===== config.mk =====
export PLATFORM = sky130hd
export DESIGN_NAME = fetch_pc_gen_flat
export DESIGN_NICKNAME = d
export VERILOG_FILES = /design/src/source/fetch_pkg.sv /design/src/source/imss_if.sv /design/src/source/fetch_pc_gen.sv /design/src/flat_wrapper.sv
export SDC_FILE = /design/constraint.sdc
export NUM_CORES = 1
export LEC_CHECK = 0
export ABC_AREA = 1
export BUFFER_PORTS_ARGS = -buffer_cell sky130_fd_sc_hd__buf_2
export CAP_MARGIN = 20
export CORE_AREA = 3 3 98 100
export DETAILED_ROUTE_END_ITERATION = 7
export DIE_AREA = 0 0 101 103
export SYNTH_ARGS = -nofsm -noshare
export SYNTH_HDL_FRONTEND = slang
export SYNTH_SLANG_ARGS = --single-unit

===== constraint.sdc =====
create_clock -name clk -period 1.55 [get_ports clk]
set_input_delay 0 -clock clk [delete_from_list [all_inputs] [get_ports clk]]
set_output_delay 0 -clock clk [all_outputs]
set_load 0.01 [all_outputs]

===== src/source/fetch_pkg.sv =====
/*
 * Shared fetch types: PC and instruction words, the J/B-type views of one word,
 * the stage 1 to stage 2 transfer struct and the RISC-V opcode constants
 */
`default_nettype none

package fetch_pkg;

    // Byte address of an instruction
    typedef logic [31:0] pc_t;

    // Raw instruction word as fetched
    typedef logic [31:0] inst_t;

    // Major opcodes that predecode looks for
    localparam logic [6:0] OPCODE_JAL    = 7'b1101111;
    localparam logic [6:0] OPCODE_BRANCH = 7'b1100011;

    // J-type layout, immediate pieces in ISA bit order
    typedef struct packed {
        logic       imm20;
        logic [9:0] imm10_1;
        logic       imm11;
        logic [7:0] imm19_12;
        logic [4:0] rd;
        logic [6:0] opcode;
    } j_type_s;

    // B-type layout, bit 31 is the sign of the offset
    typedef struct packed {
        logic       imm12;
        logic [5:0] imm10_5;
        logic [4:0] rs2;
        logic [4:0] rs1;
        logic [2:0] funct3;
        logic [3:0] imm4_1;
        logic       imm11;
        logic [6:0] opcode;
    } b_type_s;

    // Same 32 bits, decoded both ways by predecode
    typedef union packed {
        j_type_s j;
        b_type_s b;
    } inst_u;

    // Handed from stage 1 to stage 2 alongside f1_valid
    typedef struct packed {
        pc_t pc;
    } f1_to_f2_s;

endpackage

`default_nettype wire


===== src/source/imss_if.sv =====
/*
 * Request/response link between the fetch stages and instruction memory
 */
`timescale 1ns/100ps
`default_nettype none

interface imss_if;

    // Request side, issued every cycle by stage 1
    logic             req_valid;
    fetch_pkg::pc_t   req_addr;

    // Response side, one cycle after the request
    logic             rsp_valid;
    fetch_pkg::inst_t rsp_inst;

    // Stage 1 only drives the request
    modport fetch1 (
        output req_valid,
        output req_addr
    );

    // Stage 2 only consumes the response
    modport fetch2 (
        input rsp_valid,
        input rsp_inst
    );

    // Memory side
    modport mem (
        input  req_valid,
        input  req_addr,
        output rsp_valid,
        output rsp_inst
    );

endinterface

`default_nettype wire


===== src/source/fetch_pc_gen.sv =====
/*
 * Fetch stage 1: PC register, post-reset init cycle, stall and redirect
 * handling, and the fetch address presented to instruction memory
 */
`timescale 1ns/100ps
`default_nettype none

module fetch_pc_gen #(
    parameter fetch_pkg::pc_t RESET_PC = 32'h0000_0000
) (
    input  wire                  clk,
    input  wire                  rst_n,

    // PC load from the redirect arbiter
    input  wire                  pc_load_en,
    input  wire fetch_pkg::pc_t  pc_load_val,

    // Hazard control
    input  wire                  f1_stall,
    input  wire                  f1_flush,

    imss_if.fetch1               imss,

    // To stage 2
    output logic                 f1_valid,
    output fetch_pkg::f1_to_f2_s f1_to_f2
);

    logic           f1_init;
    fetch_pkg::pc_t pc_q;
    fetch_pkg::pc_t next_pc;
    fetch_pkg::pc_t fetch_addr;

    // First cycle out of reset has no response to pair with
    always_ff @(posedge clk) begin
        if (!rst_n) begin
            f1_init <= 1'b1;
        end else begin
            f1_init <= 1'b0;
        end
    end

    // Loaded target wins over the sequential PC
    always_comb begin
        if (pc_load_en) begin
            next_pc = pc_load_val;
        end else begin
            next_pc = pc_q + 32'd4;
        end
    end

    always_ff @(posedge clk) begin
        if (!rst_n) begin
            pc_q <= RESET_PC;
        end else if (!f1_stall && !f1_init) begin
            pc_q <= next_pc;
        end
    end

    // Memory has no address enable, so the address must track what pc_q
    // will hold after the edge; while held, re-read the current PC
    always_comb begin
        if (f1_stall || f1_init) begin
            fetch_addr = pc_q;
        end else begin
            fetch_addr = next_pc;
        end
    end

    // Request is always issued and a flush just overwrites it next cycle
    assign imss.req_valid = 1'b1;
    assign imss.req_addr  = fetch_addr;

    // Response now on the bus belongs to pc_q
    assign f1_valid    = !f1_init && !f1_flush && !f1_stall;
    assign f1_to_f2.pc = pc_q;

    // Init flag is a single pulse after reset
    a_init_pulse: assert property (@(posedge clk) disable iff (!rst_n)
        f1_init |=> !f1_init)
        else $error("f1_init longer than one cycle");

    // Held address keeps the memory response matched to pc_q
    a_addr_stable: assert property (@(posedge clk) disable iff (!rst_n)
        f1_stall |-> $stable(fetch_addr))
        else $error("fetch address moved under stall");

    // Arbiter in the top must never ask for both
    a_no_stall_flush: assert property (@(posedge clk) disable iff (!rst_n)
        !(f1_stall && f1_flush))
        else $error("stage 1 stalled and flushed together");

endmodule

`default_nettype wire


===== src/flat_wrapper.sv =====
// flat-port wrapper written by rule: the top's interface ports become plain ports
module fetch_pc_gen_flat 
#(
    parameter fetch_pkg::pc_t RESET_PC = 32'h0000_0000
)
  (clk, rst_n, pc_load_en, pc_load_val, f1_stall, f1_flush, f1_valid, f1_to_f2, imss_req_valid, imss_req_addr);
  imss_if imss_i ();
  input  wire clk;
  input  wire rst_n;
  input  wire pc_load_en;
  input  wire fetch_pkg::pc_t pc_load_val;
  input  wire f1_stall;
  input  wire f1_flush;
  output logic f1_valid;
  output fetch_pkg::f1_to_f2_s f1_to_f2;
  output wire logic [$bits(imss_i.req_valid)-1:0] imss_req_valid;
  output wire logic [$bits(imss_i.req_addr)-1:0] imss_req_addr;
  assign imss_req_valid = imss_i.req_valid;
  assign imss_req_addr = imss_i.req_addr;
  fetch_pc_gen #(.RESET_PC(RESET_PC)) u_core (.clk(clk), .rst_n(rst_n), .pc_load_en(pc_load_en), .pc_load_val(pc_load_val), .f1_stall(f1_stall), .f1_flush(f1_flush), .imss(imss_i), .f1_valid(f1_valid), .f1_to_f2(f1_to_f2));
endmodule

# Word level (Yosys, flattened, before mapping)
# Cells that the tools add are included.
[totals]
regBits = 33
inputBits = 37
output_inout_bits = 66
wordCells = 13
[op_classes]
n_addsub = 1
n_mux = 3
reduce_logical = 7
[op_table]
columns = ["operator", "n"]
rows = [
  ["$mux W32", 2],
  ["$add A32 B3 Y32 const B", 1],
  ["$logic_and A1 B1 Y1", 3],
  ["$logic_not A1 Y1", 3],
  ["$logic_or A1 B1 Y1", 1],
  ["$mux W1", 1],
]

# Longest topological paths before layout
[logic_depth]
word_depth = 3
ltp_mapped = 10

# Least setup slack after synthesis
# OpenSTA, ideal clock, no wires.
[synth_path]
kind = "register to register"
start = "reg u_core.pc_q[3], in the netlist u_core.f1_to_f2[3]"
end = "reg u_core.pc_q[22], in the netlist u_core.f1_to_f2[22]"
setup_time_ns = 0.138
arrival_ns = 1.403
path_slack_ns = 0.009
path_stages_with_launch = 11
path_buffers = 0
synth_period_minus_slack_ns = 1.541
cell_sequence = "dfxtp_1 ha_1 nand2_2 nor2_4 nand2_4 nor2_4 nand2_1 nand2_1 nand3_1 nand2_1 a21oi_2"
[synth_via]
elab_chain_cells = 2
[synth_lines]
columns = ["element", "line", "rtl"]
rows = [
  ["start: declaration", "fetch_pc_gen.sv:30", "fetch_pkg::pc_t pc_q;"],
  ["start signal: assignment", "fetch_pc_gen.sv:56", "pc_q <= next_pc;"],
  ["$add A32 B3 Y32", "fetch_pc_gen.sv:48", "next_pc = pc_q + 32'd4;"],
  ["$mux W32", "fetch_pc_gen.sv:45", "if (pc_load_en) begin"],
]
# No other way between the ends.
# A chain may end at the register's enable or synchronous reset.

# Worst setup path in the final report
[layout_path]
start = "reg u_core.pc_q[2], in the netlist u_core.f1_to_f2[2]"
end = "out imss_req_addr[16]"
[layout_via]
elab_chain_cells = 3
[layout_lines]
columns = ["element", "line", "rtl"]
rows = [
  ["$add A32 B3 Y32", "fetch_pc_gen.sv:48", ""],
  ["$mux W32", "fetch_pc_gen.sv:45", ""],
  ["$mux W32", "fetch_pc_gen.sv:63", "if (f1_stall || f1_init) begin"],
  ["end: declaration", "flat_wrapper.sv:17", "output wire logic [$bits(imss_i.req_addr)-1:0] imss_req_addr;"],
]
# No other way between the ends.

==> results.sh <==
export IMPL_register_area_um2=727
export IMPL_endpoint_kind="output port"
export IMPL_cts_buffers_inserted=5
export IMPL_rrSetupSlack_ns=-0.10
export IMPL_clock_fmax_ghz=0.561
export IMPL_fill_cells=867
export IMPL_hold_viol=0
export IMPL_min_period_ns=1.78
export IMPL_ys_async_sr_fraction_pct=0
export IMPL_postRouteAntennaNets=0
export IMPL_hpwl_um=7240
export IMPL_io_buffers=101
export IMPL_post_route_util_pct=50.6
export IMPL_die_x_um=101
export IMPL_synthesis_nets=466
export IMPL_grt_ovfl_total=0
export IMPL_swShare_pct=32.9
export IMPL_synth_warnings=0
export IMPL_p_leak_uw=0.00217
export IMPL_drv_slew=0
export IMPL_max_stage_delay_ns=0.37
export IMPL_firstDrtPassIters=4
export IMPL_worst_slack_ns=-0.231
export IMPL_antenna_found_initial=0
export IMPL_ff2ff_path_depth=11
export IMPL_dp_slack_ns=-0.0182
export IMPL_cts_sinks=33
export IMPL_final_layout_size_suffix_gt1_share_pct=57.2
export IMPL_cp_slowest_cell="dfxtp_4"
export IMPL_gp_congestion=0.840
export IMPL_path_cells="ha_4 > nand2_4 > nor2_4 > nand2_4 > nor2_8 > nand3_2 > nor3b_4 > nor2_1 > buf_2"
export IMPL_worstSetupStartpointType="register"
export IMPL_core_um2=8760
export IMPL_dpl_cell_area_um2=3440
export IMPL_violations="setup timing"
export IMPL_insertion_delay_ns=0.28
export IMPL_holdPathEnd="u_core.f1_to_f2[8]$_SDFFE_PN0P_"
export IMPL_max_cap_violations=0
export IMPL_synth_edff_count=0
export IMPL_multiInputGateArea_um2=2070
export IMPL_worst_path_buf_inv=1
export IMPL_num_rows=34
export IMPL_crit_family="simple AND/OR/NAND/NOR gates"
export IMPL_cts_root_buf="clkbuf_8"
export IMPL_min_path_cells=3
export IMPL_netlist_cell_type_count=38
export IMPL_reg2reg_to="u_core.f1_to_f2[21]$_SDFFE_PN0P_"
export IMPL_die_h_um=103
export IMPL_p_clk_share_pct=29.1
export IMPL_ioPinCount=103
export IMPL_cpMostUsedCell="nand2_4"
export IMPL_cp_arrival_ns=1.78
export IMPL_cp_data_required_time_ns=1.55
export IMPL_nets=638
export IMPL_grt_usage_pct=18.2
export IMPL_syn_cell_area_um2=2620
export IMPL_r2r_start="u_core.f1_to_f2[3]$_SDFFE_PN0P_"
export IMPL_yosysSeqAreaShare_pct=25.2
export IMPL_p_seq_share_pct=40.0
export IMPL_dieArea_um2=10400
export IMPL_grt_pass1_vias=3206
export IMPL_fin_area_um2=4430
export IMPL_synth_ff_type="dfxtp_1"
export IMPL_cp_max_fo=7
export IMPL_rsz0062_at_grt="yes"
export IMPL_drc=0
export IMPL_finClkSkew_ns=0.00325
export IMPL_clock_path_buffers=2
export IMPL_grt_max_degree=34
export IMPL_ir_worst_vdd_uv=318
export IMPL_diodes=0
export IMPL_hp_start="pc_load_val[8]"
export IMPL_setup_violations=32
export IMPL_wl_per_cell_um=14.3
export IMPL_wl_um=10200
export IMPL_cts_tree="built"
export IMPL_vias_per_cell=4.76
export IMPL_synth_cells=428
export IMPL_syn_to_final_growth_pct=69.1
export IMPL_grt_pass1_wl_um=15300
export IMPL_ys_seq_elements=33
export IMPL_outcome="finished with violations"
export IMPL_switching_power_uw=771
export IMPL_post_route_period_util_pct=115
export IMPL_h_tree_depth=2
export IMPL_cts_clk_slew_worst_paths_ns=0.07
export IMPL_synth_area_per_cell_um2=6.12
export IMPL_vias=3372
export IMPL_criticalPathCategory="reg -> out"
export IMPL_power_density_nw_per_um2=528
export IMPL_hp_class="in -> reg"
export IMPL_internal_power_uw=1570
export IMPL_fin_setup_tns_ns=-3.74
export IMPL_drtIter0Drc=120
export IMPL_initial_core_util_pct=29.9
export IMPL_p_comb_share_pct=31.0
==> final cells by class <==
cell class / instances / area share (%)
multi-input combinational: 328 / 46.8
timing repair buffer: 177 / 26.8
sequential: 33 / 16.4
inverter: 55 / 5.00
tap: 108 / 3.05
clock buffer: 7 / 1.95
==> synth_stat cells, types with 3 or more instances <==
master	instances	area share (%)
o21ai_1	5	0.95
nand3_1	29	5.5
nor2_4	8	3.4
nor2_1	52	7.4
dfxtp_1	33	25
nand3_2	7	2.7
o22ai_1	3	0.72
inv_1	47	6.7
o32ai_1	3	1.0
inv_2	8	1.1
nand2_4	3	1.3
o21ai_0	13	2.5
nand2_1	141	20
a21oi_2	8	2.7
nor2_2	8	1.9
a211oi_1	3	0.86
nor3_2	4	1.5
a21oi_1	12	2.3
clkbuf_1	5	0.72
nor3_1	4	0.76
nand2_2	8	1.9
==> logic make-up after synthesis <==
| kind of cell | after synthesis | share of synthesized area [%] |
|---|---|---|
| AOI/OAI and AO/OA | 54 | 13.5 |
| adders and majority gates | 1 | 0.477 |
| buffers and inverters | 67 | 10.9 |
| other | 1 | 0.143 |
| xor gates and xnor gates | 1 | 0.334 |
| and+or+nand+nor | 271 | 49.5 |
| DFF | 33 | 25.2 |
==> worst max path at each step <==
stage | cells after the start | slack [ns] | from | end
after floorplan | 10 | 0.009 | u_core.f1_to_f2[3]$_SDFFE_PN0P_ | u_core.f1_to_f2[22]$_SDFFE_PN0P_
final | 9 | -0.23 | u_core.f1_to_f2[2]$_SDFFE_PN0P_ | imss_req_addr[16]
after global placement | 10 | 0.05 | u_core.f1_to_f2[2]$_SDFFE_PN0P_ | u_core.f1_to_f2[26]$_SDFFE_PN0P_
after CTS | 9 | -0.21 | u_core.f1_to_f2[2]$_SDFFE_PN0P_ | imss_req_addr[16]
after global routing | 9 | -0.32 | u_core.f1_to_f2[2]$_SDFFE_PN0P_ | imss_req_addr[16]
after detailed placement | 10 | -0.02 | u_core.f1_to_f2[2]$_SDFFE_PN0P_ | u_core.f1_to_f2[22]$_SDFFE_PN0P_
==> worst min-delay path: cells and delay by family <==
family	cells	cell delay, ns
AOI/OAI and AO/OA	1	0.09
and+or+nand+nor	1	0.09
buffers and inverters	1	0.09
==> repair_timing <==
action	CTS	global route
gates cloned	1	0
pin swaps	35	63
hold buffers	4	0
hold endpoints to repair	4	0
setup buffers	20	17
endpoints found under the setup margin	35	41
resized for setup	87	93
==> metal layers <==
| layer | share of wire (%) | routed length, µm | GRT usage, % |
|---|---|---|---|
| met5 | 0 | 0 | 0 |
| met4 | 2.3 | 230 | 4.91 |
| met3 | 5.7 | 577 | 3.18 |
| met1 | 43 | 4380 | 23.4 |
| met2 | 49 | 4970 | 31.6 |
==> per-stage QoR <==
stage	cells	hold WS (ns)	power, µW
after global placement	660	0.232	1510
after CTS	692	0.0110	2280
final	708	0.0275	2340
after floorplan	428	0.0475	1250
after detailed placement	660	0.232	1520
after global routing	708	0.0433	2460
==> placed cells by master, fill, tap and decap left out, types with 11 or more instances in the layout <==
| cell type | count |
|---|---|
| nand3_1 | 16 |
| nand2_1 | 112 |
| buf_4 | 53 |
| nor2_1 | 36 |
| nand3_2 | 19 |
| nor2_2 | 15 |
| buf_2 | 96 |
| buf_6 | 24 |
| dfxtp_2 | 11 |
| nor2_4 | 17 |
| inv_1 | 43 |
| dfxtp_4 | 14 |
| nand2_2 | 31 |
==> registers in the layout (all words and copies together) (netlist names) <==
| register | count |
|---|---|
| u_core.f1_to_f2 | 32 |
| u_core.f1_init | 1 |
==> power by group through the flow <==
stage	clock, µW	combinational [µW]	sequential [µW]
after floorplan	0	284	971
after global placement	0	561	951
after detailed placement	0	564	952
after CTS	708	640	937
after global routing	733	787	941
final	681	725	936
(Power assumes the default switching activity.)
