**src/source/fetch_pkg.sv**
```systemverilog
/*
 * Shared fetch types: PC and instruction words, the J/B-type views of one word,
 * the stage 1 to stage 2 transfer struct and the RISC-V opcode constants
 */
`default_nettype none

package fetch_pkg;

    // Byte address of an instruction
    typedef logic [31:0] pc_t;

    // Raw instruction word as fetched
    typedef logic [31:0] inst_t;

    // Major opcodes that predecode looks for
    localparam logic [6:0] OPCODE_JAL    = 7'b1101111;
    localparam logic [6:0] OPCODE_BRANCH = 7'b1100011;

    // J-type layout, immediate pieces in ISA bit order
    typedef struct packed {
        logic       imm20;
        logic [9:0] imm10_1;
        logic       imm11;
        logic [7:0] imm19_12;
        logic [4:0] rd;
        logic [6:0] opcode;
    } j_type_s;

    // B-type layout, bit 31 is the sign of the offset
    typedef struct packed {
        logic       imm12;
        logic [5:0] imm10_5;
        logic [4:0] rs2;
        logic [4:0] rs1;
        logic [2:0] funct3;
        logic [3:0] imm4_1;
        logic       imm11;
        logic [6:0] opcode;
    } b_type_s;

    // Same 32 bits, decoded both ways by predecode
    typedef union packed {
        j_type_s j;
        b_type_s b;
    } inst_u;

    // Handed from stage 1 to stage 2 alongside f1_valid
    typedef struct packed {
        pc_t pc;
    } f1_to_f2_s;

endpackage

`default_nettype wire

```
**src/source/imss_if.sv**
```systemverilog
/*
 * Request/response link between the fetch stages and instruction memory
 */
`timescale 1ns/100ps
`default_nettype none

interface imss_if;

    // Request side, issued every cycle by stage 1
    logic             req_valid;
    fetch_pkg::pc_t   req_addr;

    // Response side, one cycle after the request
    logic             rsp_valid;
    fetch_pkg::inst_t rsp_inst;

    // Stage 1 only drives the request
    modport fetch1 (
        output req_valid,
        output req_addr
    );

    // Stage 2 only consumes the response
    modport fetch2 (
        input rsp_valid,
        input rsp_inst
    );

    // Memory side
    modport mem (
        input  req_valid,
        input  req_addr,
        output rsp_valid,
        output rsp_inst
    );

endinterface

`default_nettype wire

```
**src/source/fetch_predecode.sv**
```systemverilog
/*
 * Fetch stage 2: pairs each response with its PC, registers the output pair,
 * and predicts JAL and backward-branch targets (static backward taken)
 */
`timescale 1ns/100ps
`default_nettype none

module fetch_predecode (
    input  wire                       clk,
    input  wire                       rst_n,

    // From stage 1
    input  wire                       f1_valid,
    input  wire fetch_pkg::f1_to_f2_s f1_to_f2,

    // Hazard control
    input  wire                       f2_stall,
    input  wire                       f2_flush,

    imss_if.fetch2                    imss,

    // Predicted redirect back to stage 1
    output logic                      pred_redirect,
    output fetch_pkg::pc_t            pred_target,

    // To the back end
    output logic                      inst_valid,
    output fetch_pkg::pc_t            inst_pc,
    output fetch_pkg::inst_t          inst
);

    fetch_pkg::inst_u word;
    logic             accept;
    logic             is_jal;
    logic             is_bwd_branch;
    logic [31:0]      j_imm;
    logic [31:0]      b_imm;
    logic             pred_taken_q;

    // Same word, viewed as J-type and as B-type
    assign word = imss.rsp_inst;

    assign is_jal        = (word.j.opcode == fetch_pkg::OPCODE_JAL);
    // Sign bit set means the branch goes backwards
    assign is_bwd_branch = (word.b.opcode == fetch_pkg::OPCODE_BRANCH) && word.b.imm12;

    assign j_imm = {{11{word.j.imm20}}, word.j.imm20, word.j.imm19_12,
                    word.j.imm11, word.j.imm10_1, 1'b0};
    assign b_imm = {{19{word.b.imm12}}, word.b.imm12, word.b.imm11,
                    word.b.imm10_5, word.b.imm4_1, 1'b0};

    assign accept = f1_valid && imss.rsp_valid && !f2_stall;

    // Control state
    always_ff @(posedge clk) begin
        if (!rst_n) begin
            inst_valid   <= 1'b0;
            pred_taken_q <= 1'b0;
        end else if (f2_flush) begin
            inst_valid   <= 1'b0;
            pred_taken_q <= 1'b0;
        end else if (!f2_stall) begin
            inst_valid   <= accept;
            pred_taken_q <= accept && (is_jal || is_bwd_branch);
        end
    end

    // Payload, target computed from the incoming PC
    always_ff @(posedge clk) begin
        if (accept) begin
            inst_pc <= f1_to_f2.pc;
            inst    <= imss.rsp_inst;
            if (is_jal) begin
                pred_target <= f1_to_f2.pc + j_imm;
            end else begin
                pred_target <= f1_to_f2.pc + b_imm;
            end
        end
    end

    // Fires while the taken instruction is on the output, which squashes
    // the sequential fetch sitting in stage 1; held back during a stall
    assign pred_redirect = inst_valid && pred_taken_q && !f2_stall;

    // The redirect must loop back through the arbiter and kill stage 1
    a_redirect_squash: assert property (@(posedge clk) disable iff (!rst_n)
        pred_redirect |-> !f1_valid)
        else $error("wrong-path fetch survived a predicted redirect");

    // Stage 1 only hands over words the memory actually returned
    a_rsp_present: assert property (@(posedge clk) disable iff (!rst_n)
        f1_valid |-> imss.rsp_valid)
        else $error("stage 1 valid without a memory response");

    a_valid_known: assert property (@(posedge clk) disable iff (!rst_n)
        !$isunknown(inst_valid))
        else $error("inst_valid unknown");

endmodule

`default_nettype wire

```
**src/flat_wrapper.sv**
```systemverilog
// flat-port wrapper written by rule: the top's interface ports become plain ports
module fetch_predecode_flat 
  (clk, rst_n, f1_valid, f1_to_f2, f2_stall, f2_flush, pred_redirect, pred_target, inst_valid, inst_pc, inst, imss_rsp_valid, imss_rsp_inst);
  imss_if imss_i ();
  input  wire clk;
  input  wire rst_n;
  input  wire f1_valid;
  input  wire fetch_pkg::f1_to_f2_s f1_to_f2;
  input  wire f2_stall;
  input  wire f2_flush;
  output logic pred_redirect;
  output fetch_pkg::pc_t pred_target;
  output logic inst_valid;
  output fetch_pkg::pc_t inst_pc;
  output fetch_pkg::inst_t inst;
  input wire logic [$bits(imss_i.rsp_valid)-1:0] imss_rsp_valid;
  input wire logic [$bits(imss_i.rsp_inst)-1:0] imss_rsp_inst;
  assign imss_i.rsp_valid = imss_rsp_valid;
  assign imss_i.rsp_inst = imss_rsp_inst;
  fetch_predecode u_core (.clk(clk), .rst_n(rst_n), .f1_valid(f1_valid), .f1_to_f2(f1_to_f2), .f2_stall(f2_stall), .f2_flush(f2_flush), .imss(imss_i), .pred_redirect(pred_redirect), .pred_target(pred_target), .inst_valid(inst_valid), .inst_pc(inst_pc), .inst(inst));
endmodule
```
**config.mk**
```make
export PLATFORM = sky130hd
export DESIGN_NAME = fetch_predecode_flat
export DESIGN_NICKNAME = d
export VERILOG_FILES = /design/src/source/fetch_pkg.sv /design/src/source/imss_if.sv /design/src/source/fetch_predecode.sv /design/src/flat_wrapper.sv
export SDC_FILE = /design/constraint.sdc
export NUM_CORES = 1
export LEC_CHECK = 0
export BUFFER_PORTS_ARGS = -buffer_cell sky130_fd_sc_hd__buf_2
export CAP_MARGIN = 20
export CORE_ASPECT_RATIO = 1.5
export CORE_UTILIZATION = 46
export DETAILED_ROUTE_END_ITERATION = 16
export HOLD_SLACK_MARGIN = 0.06
export PLACE_DENSITY_LB_ADDON = 0.25
export SLEW_MARGIN = 20
export SYNTH_ARGS = -nofsm -noshare
export SYNTH_HDL_FRONTEND = slang
export SYNTH_SLANG_ARGS = --single-unit
```
**constraint.sdc**
```tcl
create_clock -name clk -period 5.65 [get_ports clk]
set_input_delay 1.13 -clock clk [delete_from_list [all_inputs] [get_ports clk]]
set_output_delay 1.13 -clock clk [all_outputs]
set_load 0.05 [all_outputs]
```
# Word-level counts from Yosys, hierarchy flattened

Cells that the tools add are included.

Reduce and logical (&&, ||, !) cells: 9
$add $sub $neg: 2
Bitwise operators: 1
Divide/modulo/power cells: 0
$lt $le $gt $ge: 0
Muxes and demuxes: 1
Shifts and indexed selects: 0
Multipliers: 0
Equality and inequality tests: 2

Operators with widths:

| kind                                  | number |
|---|---|
| 32-bit adder                          | 2 |
| 32-bit two-way mux                    | 1 |
| 7-bit == test (second input constant) | 2 |
| 1-bit logical AND                     | 6 |
| 2-bit OR reduction                    | 1 |
| 1-bit zero test                       | 1 |
| 1-bit logical OR                      | 1 |
| 1-bit NOT                             | 1 |

Bits in read-only memories: 0
Bits of input ports: 70
Bits in latches: 0
Register bits after elaboration: 98
Memory bits (writable): 0
Logic and storage cells: 20
Memories kept: 0

# Longest topological paths before layout

Word-level depth: 4
Gate-level depth with buffers: 16

# Worst setup path after synthesis

OpenSTA, ideal clock, no wires.

Path type: in2reg
From: input port f1_valid
To: register u_core.pred_taken_q
Path buffers: 0
Data arrival time: 5769 ps
Path slack: -200 ps
Stages: 4
Cell sequence: nand2_1 -> nor2_1 -> a32oi_1 -> nor2_1

Cells in the longest elaborated chain, start to end: 3

RTL lines:

| element                        | line                  | text |
|---|---|---|
| start: declaration             | flat_wrapper.sv:7     | `input wire f1_valid;` |
| 1-bit logical AND (2 in a row) | fetch_predecode.sv:52 | `assign accept = f1_valid && imss.rsp_valid && !f2_stall;` |
| net u_core.accept              | fetch_predecode.sv:33 | `logic accept;` |
| 1-bit logical AND              | fetch_predecode.sv:64 | `pred_taken_q <= accept && (is_jal \|\| is_bwd_branch);` |
| end signal: assignment         | fetch_predecode.sv:64 |  |
| end: declaration               | fetch_predecode.sv:38 | `logic pred_taken_q;` |

The timed path passes the listed nets, and every way through them passes these cells.
A chain may end at the register's enable or synchronous reset.

# Worst setup path in the final report

From: input port imss_rsp_inst[5]
To: register u_core.pred_target[19] (data pin)

Cells in the longest elaborated chain, start to end: 2

RTL lines:

| element                | line                  | text |
|---|---|---|
| start: declaration     | flat_wrapper.sv:17    | `input wire logic [$bits(imss_i.rsp_inst)-1:0] imss_rsp_inst;` |
| 7-bit == test          | fetch_predecode.sv:43 | `assign is_jal = (word.j.opcode == fetch_pkg::OPCODE_JAL);` |
| 32-bit two-way mux     | fetch_predecode.sv:73 | `if (is_jal) begin` |
| end signal: assignment | fetch_predecode.sv:74 | `pred_target <= f1_to_f2.pc + j_imm;` |
| end signal: assignment | fetch_predecode.sv:76 | `pred_target <= f1_to_f2.pc + b_imm;` |
| end: declaration       | fetch_predecode.sv:24 | `output fetch_pkg::pc_t pred_target,` |

Every way passes these cells.

==> results.md <==
- Status: finished, final reports clean
- Top-count cell post-synth: edfxtp_1
- Iter 0 DRT Violations: 166
- IR Drop Worst-Case VDD: 0.0002203 V
- # IOs: 168
- Synth Register Bits: 97
- Chip height: 128.0 um
- Clk_lat worst skew: 0.34 ns
- Routed WL per cell: 15.69 um
- Placed Cells: 676
- Max clock buf depth: 2
- Startpoint Class: primary input
- Number of cell rows: 45
- CP Capture Type: register
- Number of setup buffers added after CTS: 0
- Area grow syn2layout: 26.72%
- First-pass GRT wire length: 16640 um
- Synth warn: 0
- Fin nets: 651
- Asr flop ratio synth: 0
- PostCTS Resize Cnt: 0
- RSZ-0062 raised after global routing: false
- GRT Total Usage: 0.1978
- Reg clk slew, reported paths: 0.06 ns
- Gate Count Post-Synth: 379
- Final setup fails: 0
- Vias in the first global route: 3576
- RR Endpoint: u_core.pred_taken_q$_SDFFE_PP0N_
- Initial Util: 0.4773
- Post-synthesis net count: 483
- CP peak stage delay: 0.56 ns
- Core region area: 0.01019 sq mm
- Fraction of layout cells with a size suffix above 1: 0.3714
- Cell family with most CP delay: compound AO/OA/AOI/OAI gates
- Worst reg2reg setup slack: 5.03 ns
- Worst path slowest cell: and3_1
- Final WL: 10870 um
- Crit-path max FO: 14
- Post-synth EDFFs: 95
- Largest area contributor in the netlist: edfxtp_1
- Final setup margin: 1.349 ns
- Final slew viol count: 0
- Required time worst endpoint: 5.74 ns
- Fin crit share: 0.7613
- CP startpoint: imss_rsp_inst[5]
- Synth top area share: 0.5864
- Hold_buf cts: 0
- Pleak: 2.587 nW
- Root Buffer: clkbuf_16
- Crit. path cell count: 15
- Finished Layout Cells: 693
- Skew final: 0 ns
- Avg Synthesized Cell Area: 12.84 sq um
- Critical Path, Cell by Cell: buf_2 -> nand3_1 -> nor3b_1 -> and3_1 -> mux2_2 -> ha_1 -> inv_1 -> fa_1 -> nor2b_1 -> o21ai_1 -> o21ai_2 -> a41oi_2 -> a21oi_1 -> a311oi_1 -> xnor2_1
- Die width: 85.97 um
- Via density: 5.289
- Fin util: 0.6049
- Worst Hold Class: reg -> reg
- WP buf/inv: 2
- Post-route cell area: 0.006165 sq mm
- WP data arrival: 4.39 ns
- Num CTS Buffers: 9
- Placed cell area: 0.005818 sq mm
- Setup TNS after final layout: 0 ns
- Port bufs: 167
- Pre-CTS WS: 1.000 ns
- Critical path class: in -> reg
- Final Hold Vio Count: 0
- Max capacitance violation total: 0
- DIE AREA: 0.01100 sq mm
- CTS tree: built
- Top cells by area, synth: edfxtp_1 (59%), ha_1 (8.5%), a21oi_1 (3.4%), xnor2_1 (3.1%), nand2_1 (2.8%)
- Critical Path Sink: u_core.pred_target[19]$_DFFE_PP_
- Final GP Congestion: 0.8934
- Antenna Cells: 0
- Reg2reg start: u_core.pred_taken_q$_SDFFE_PP0N_
- Yosys cell types: 52
- Crit path time final: 4.301 ns
- CTS Sinks: 97
- GRT overflow: 0
- Commonest cells in the netlist: edfxtp_1 (95), nand2_1 (36), a21oi_1 (33), ha_1 (33), o21ai_0 (23)
- Routed vias: 3665
- Slew @ Worst Pin: 0.6180 ns
- Final ANT Viol Nets: 0
- DR pass1 iterations: 4
- Largest net degree at the start of global routing: 42
- Netlist Area Pre-Place: 0.004865 sq mm
- Seq/Total Area, Yosys: 0.5947
- Fmax: 232.5 MHz
- Post-route DRC: 0
- Post-DP HPWL: 8341 um
- CTS H-Tree Depth: 3
- Initial antenna violation count: 0
- Max-slew headroom: 0.5871
- Power Density: 314.0 mW/mm^2
- Most used DFF post-synth: edfxtp_1
- Worst R2R Path Depth: 2
==> placed cells by master, fill, tap and decap left out, drive strengths merged, types with 2 or more instances in the layout <==
master / Yosys / layout
a21o: 17 / 17
nor2: 20 / 20
and4: 2 / 2
mux2: 5 / 5
nor3: 3 / 3
xor2: 14 / 14
and3: 3 / 3
inv: 8 / 10
a211oi: 5 / 5
nand2: 36 / 36
a21oi: 34 / 34
nand2b: 3 / 3
nand3: 4 / 4
o21ai: 26 / 26
ha: 33 / 33
a311oi: 3 / 3
a22oi: 2 / 2
nand4: 10 / 10
dfxtp: 2 / 2
xnor2: 17 / 17
a31oi: 3 / 3
buf: 6 / 170
bufinv: 0 / 2
clkbuf: 7 / 10
edfxtp: 95 / 95
nor2b: 6 / 6
==> registers in the layout, summed over array words and instances (netlist names) <==
register and cells:
u_core.inst 32, u_core.inst_pc 32, u_core.pred_target 31, u_core.inst_valid 1, u_core.pred_taken_q 1
==> routing by layer <==
metal / track usage / up-vias / share of wire
met5: 0 / - / 0
met1: 0.2179 / 1724 / 0.39
met2: 0.3581 / 147 / 0.53
met3: 0.02962 / 27 / 0.047
met4: 0.1118 / 0 / 0.030
li1: - / 1767 / -
==> through the flow <==
stage | hold slack (ns) | power (mW)
after detailed placement | 0.4991 | 1.300
after CTS | 0.5081 | 1.951
final | 0.5049 | 1.936
after global routing | 0.5774 | 2.008
after global placement | 0.4797 | 1.295
after floorplan | 0.4564 | 1.194
==> worst reg2reg max path: stages, from the launching register on <==
cell and delay, ns:
dfxtp_1 0.31, a32oi_1 0.14, nor2_1 0.06
==> how the worst min path moves through the flow <==
stage / to / from / slack, ns / cells past startpoint
floorplan: u_core.pred_taken_q$_SDFFE_PP0N_ / u_core.pred_taken_q$_SDFFE_PP0N_ / 0.46 / 2
global placement: u_core.pred_taken_q$_SDFFE_PP0N_ / u_core.pred_taken_q$_SDFFE_PP0N_ / 0.48 / 2
detailed placement: u_core.pred_taken_q$_SDFFE_PP0N_ / u_core.pred_taken_q$_SDFFE_PP0N_ / 0.50 / 2
CTS: u_core.pred_taken_q$_SDFFE_PP0N_ / u_core.pred_taken_q$_SDFFE_PP0N_ / 0.51 / 2
global route: u_core.inst_valid$_SDFFE_PP0N_ / u_core.inst_valid$_SDFFE_PP0N_ / 0.58 / 2
finish: u_core.pred_taken_q$_SDFFE_PP0N_ / u_core.pred_taken_q$_SDFFE_PP0N_ / 0.50 / 2
==> layout make-up <==
| type | instances | area, sq um |
|---|---|---|
| clock buffer | 10 | 229.0 |
| clock inverter | 6 | 90.09 |
| fill | 846 | 4026 |
| inverter | 8 | 30.03 |
| multi-input combinational | 261 | 1868 |
| sequential | 97 | 2893 |
| tap | 141 | 176.4 |
| timing repair buffer | 170 | 878.3 |
==> power breakdown <==
| group | leakage [nW] | internal, mW | switching (mW) | total [mW] |
|---|---|---|---|---|
| clock network | 0.153 | 0.390 | 0.258 | 0.649 |
| logic | 1.55 | 0.134 | 0.299 | 0.433 |
| registers | 0.889 | 0.845 | 0.0101 | 0.855 |
| total | 2.59 | 1.37 | 0.567 | 1.94 |
==> kinds of logic (layout without fill, tap and decap cells) <==
logic type / after synthesis / after routing / share of synthesized area
compound gates: 98 / 98 / 0.1301
flops: 97 / 97 / 0.5947
simple gates: 92 / 92 / 0.09388
fa+ha+maj: 34 / 34 / 0.08899
xor+xnor: 31 / 31 / 0.05581
buf+inv: 21 / 194 / 0.02289
mux: 6 / 6 / 0.01363
Power figures use the tool's default switching activity.
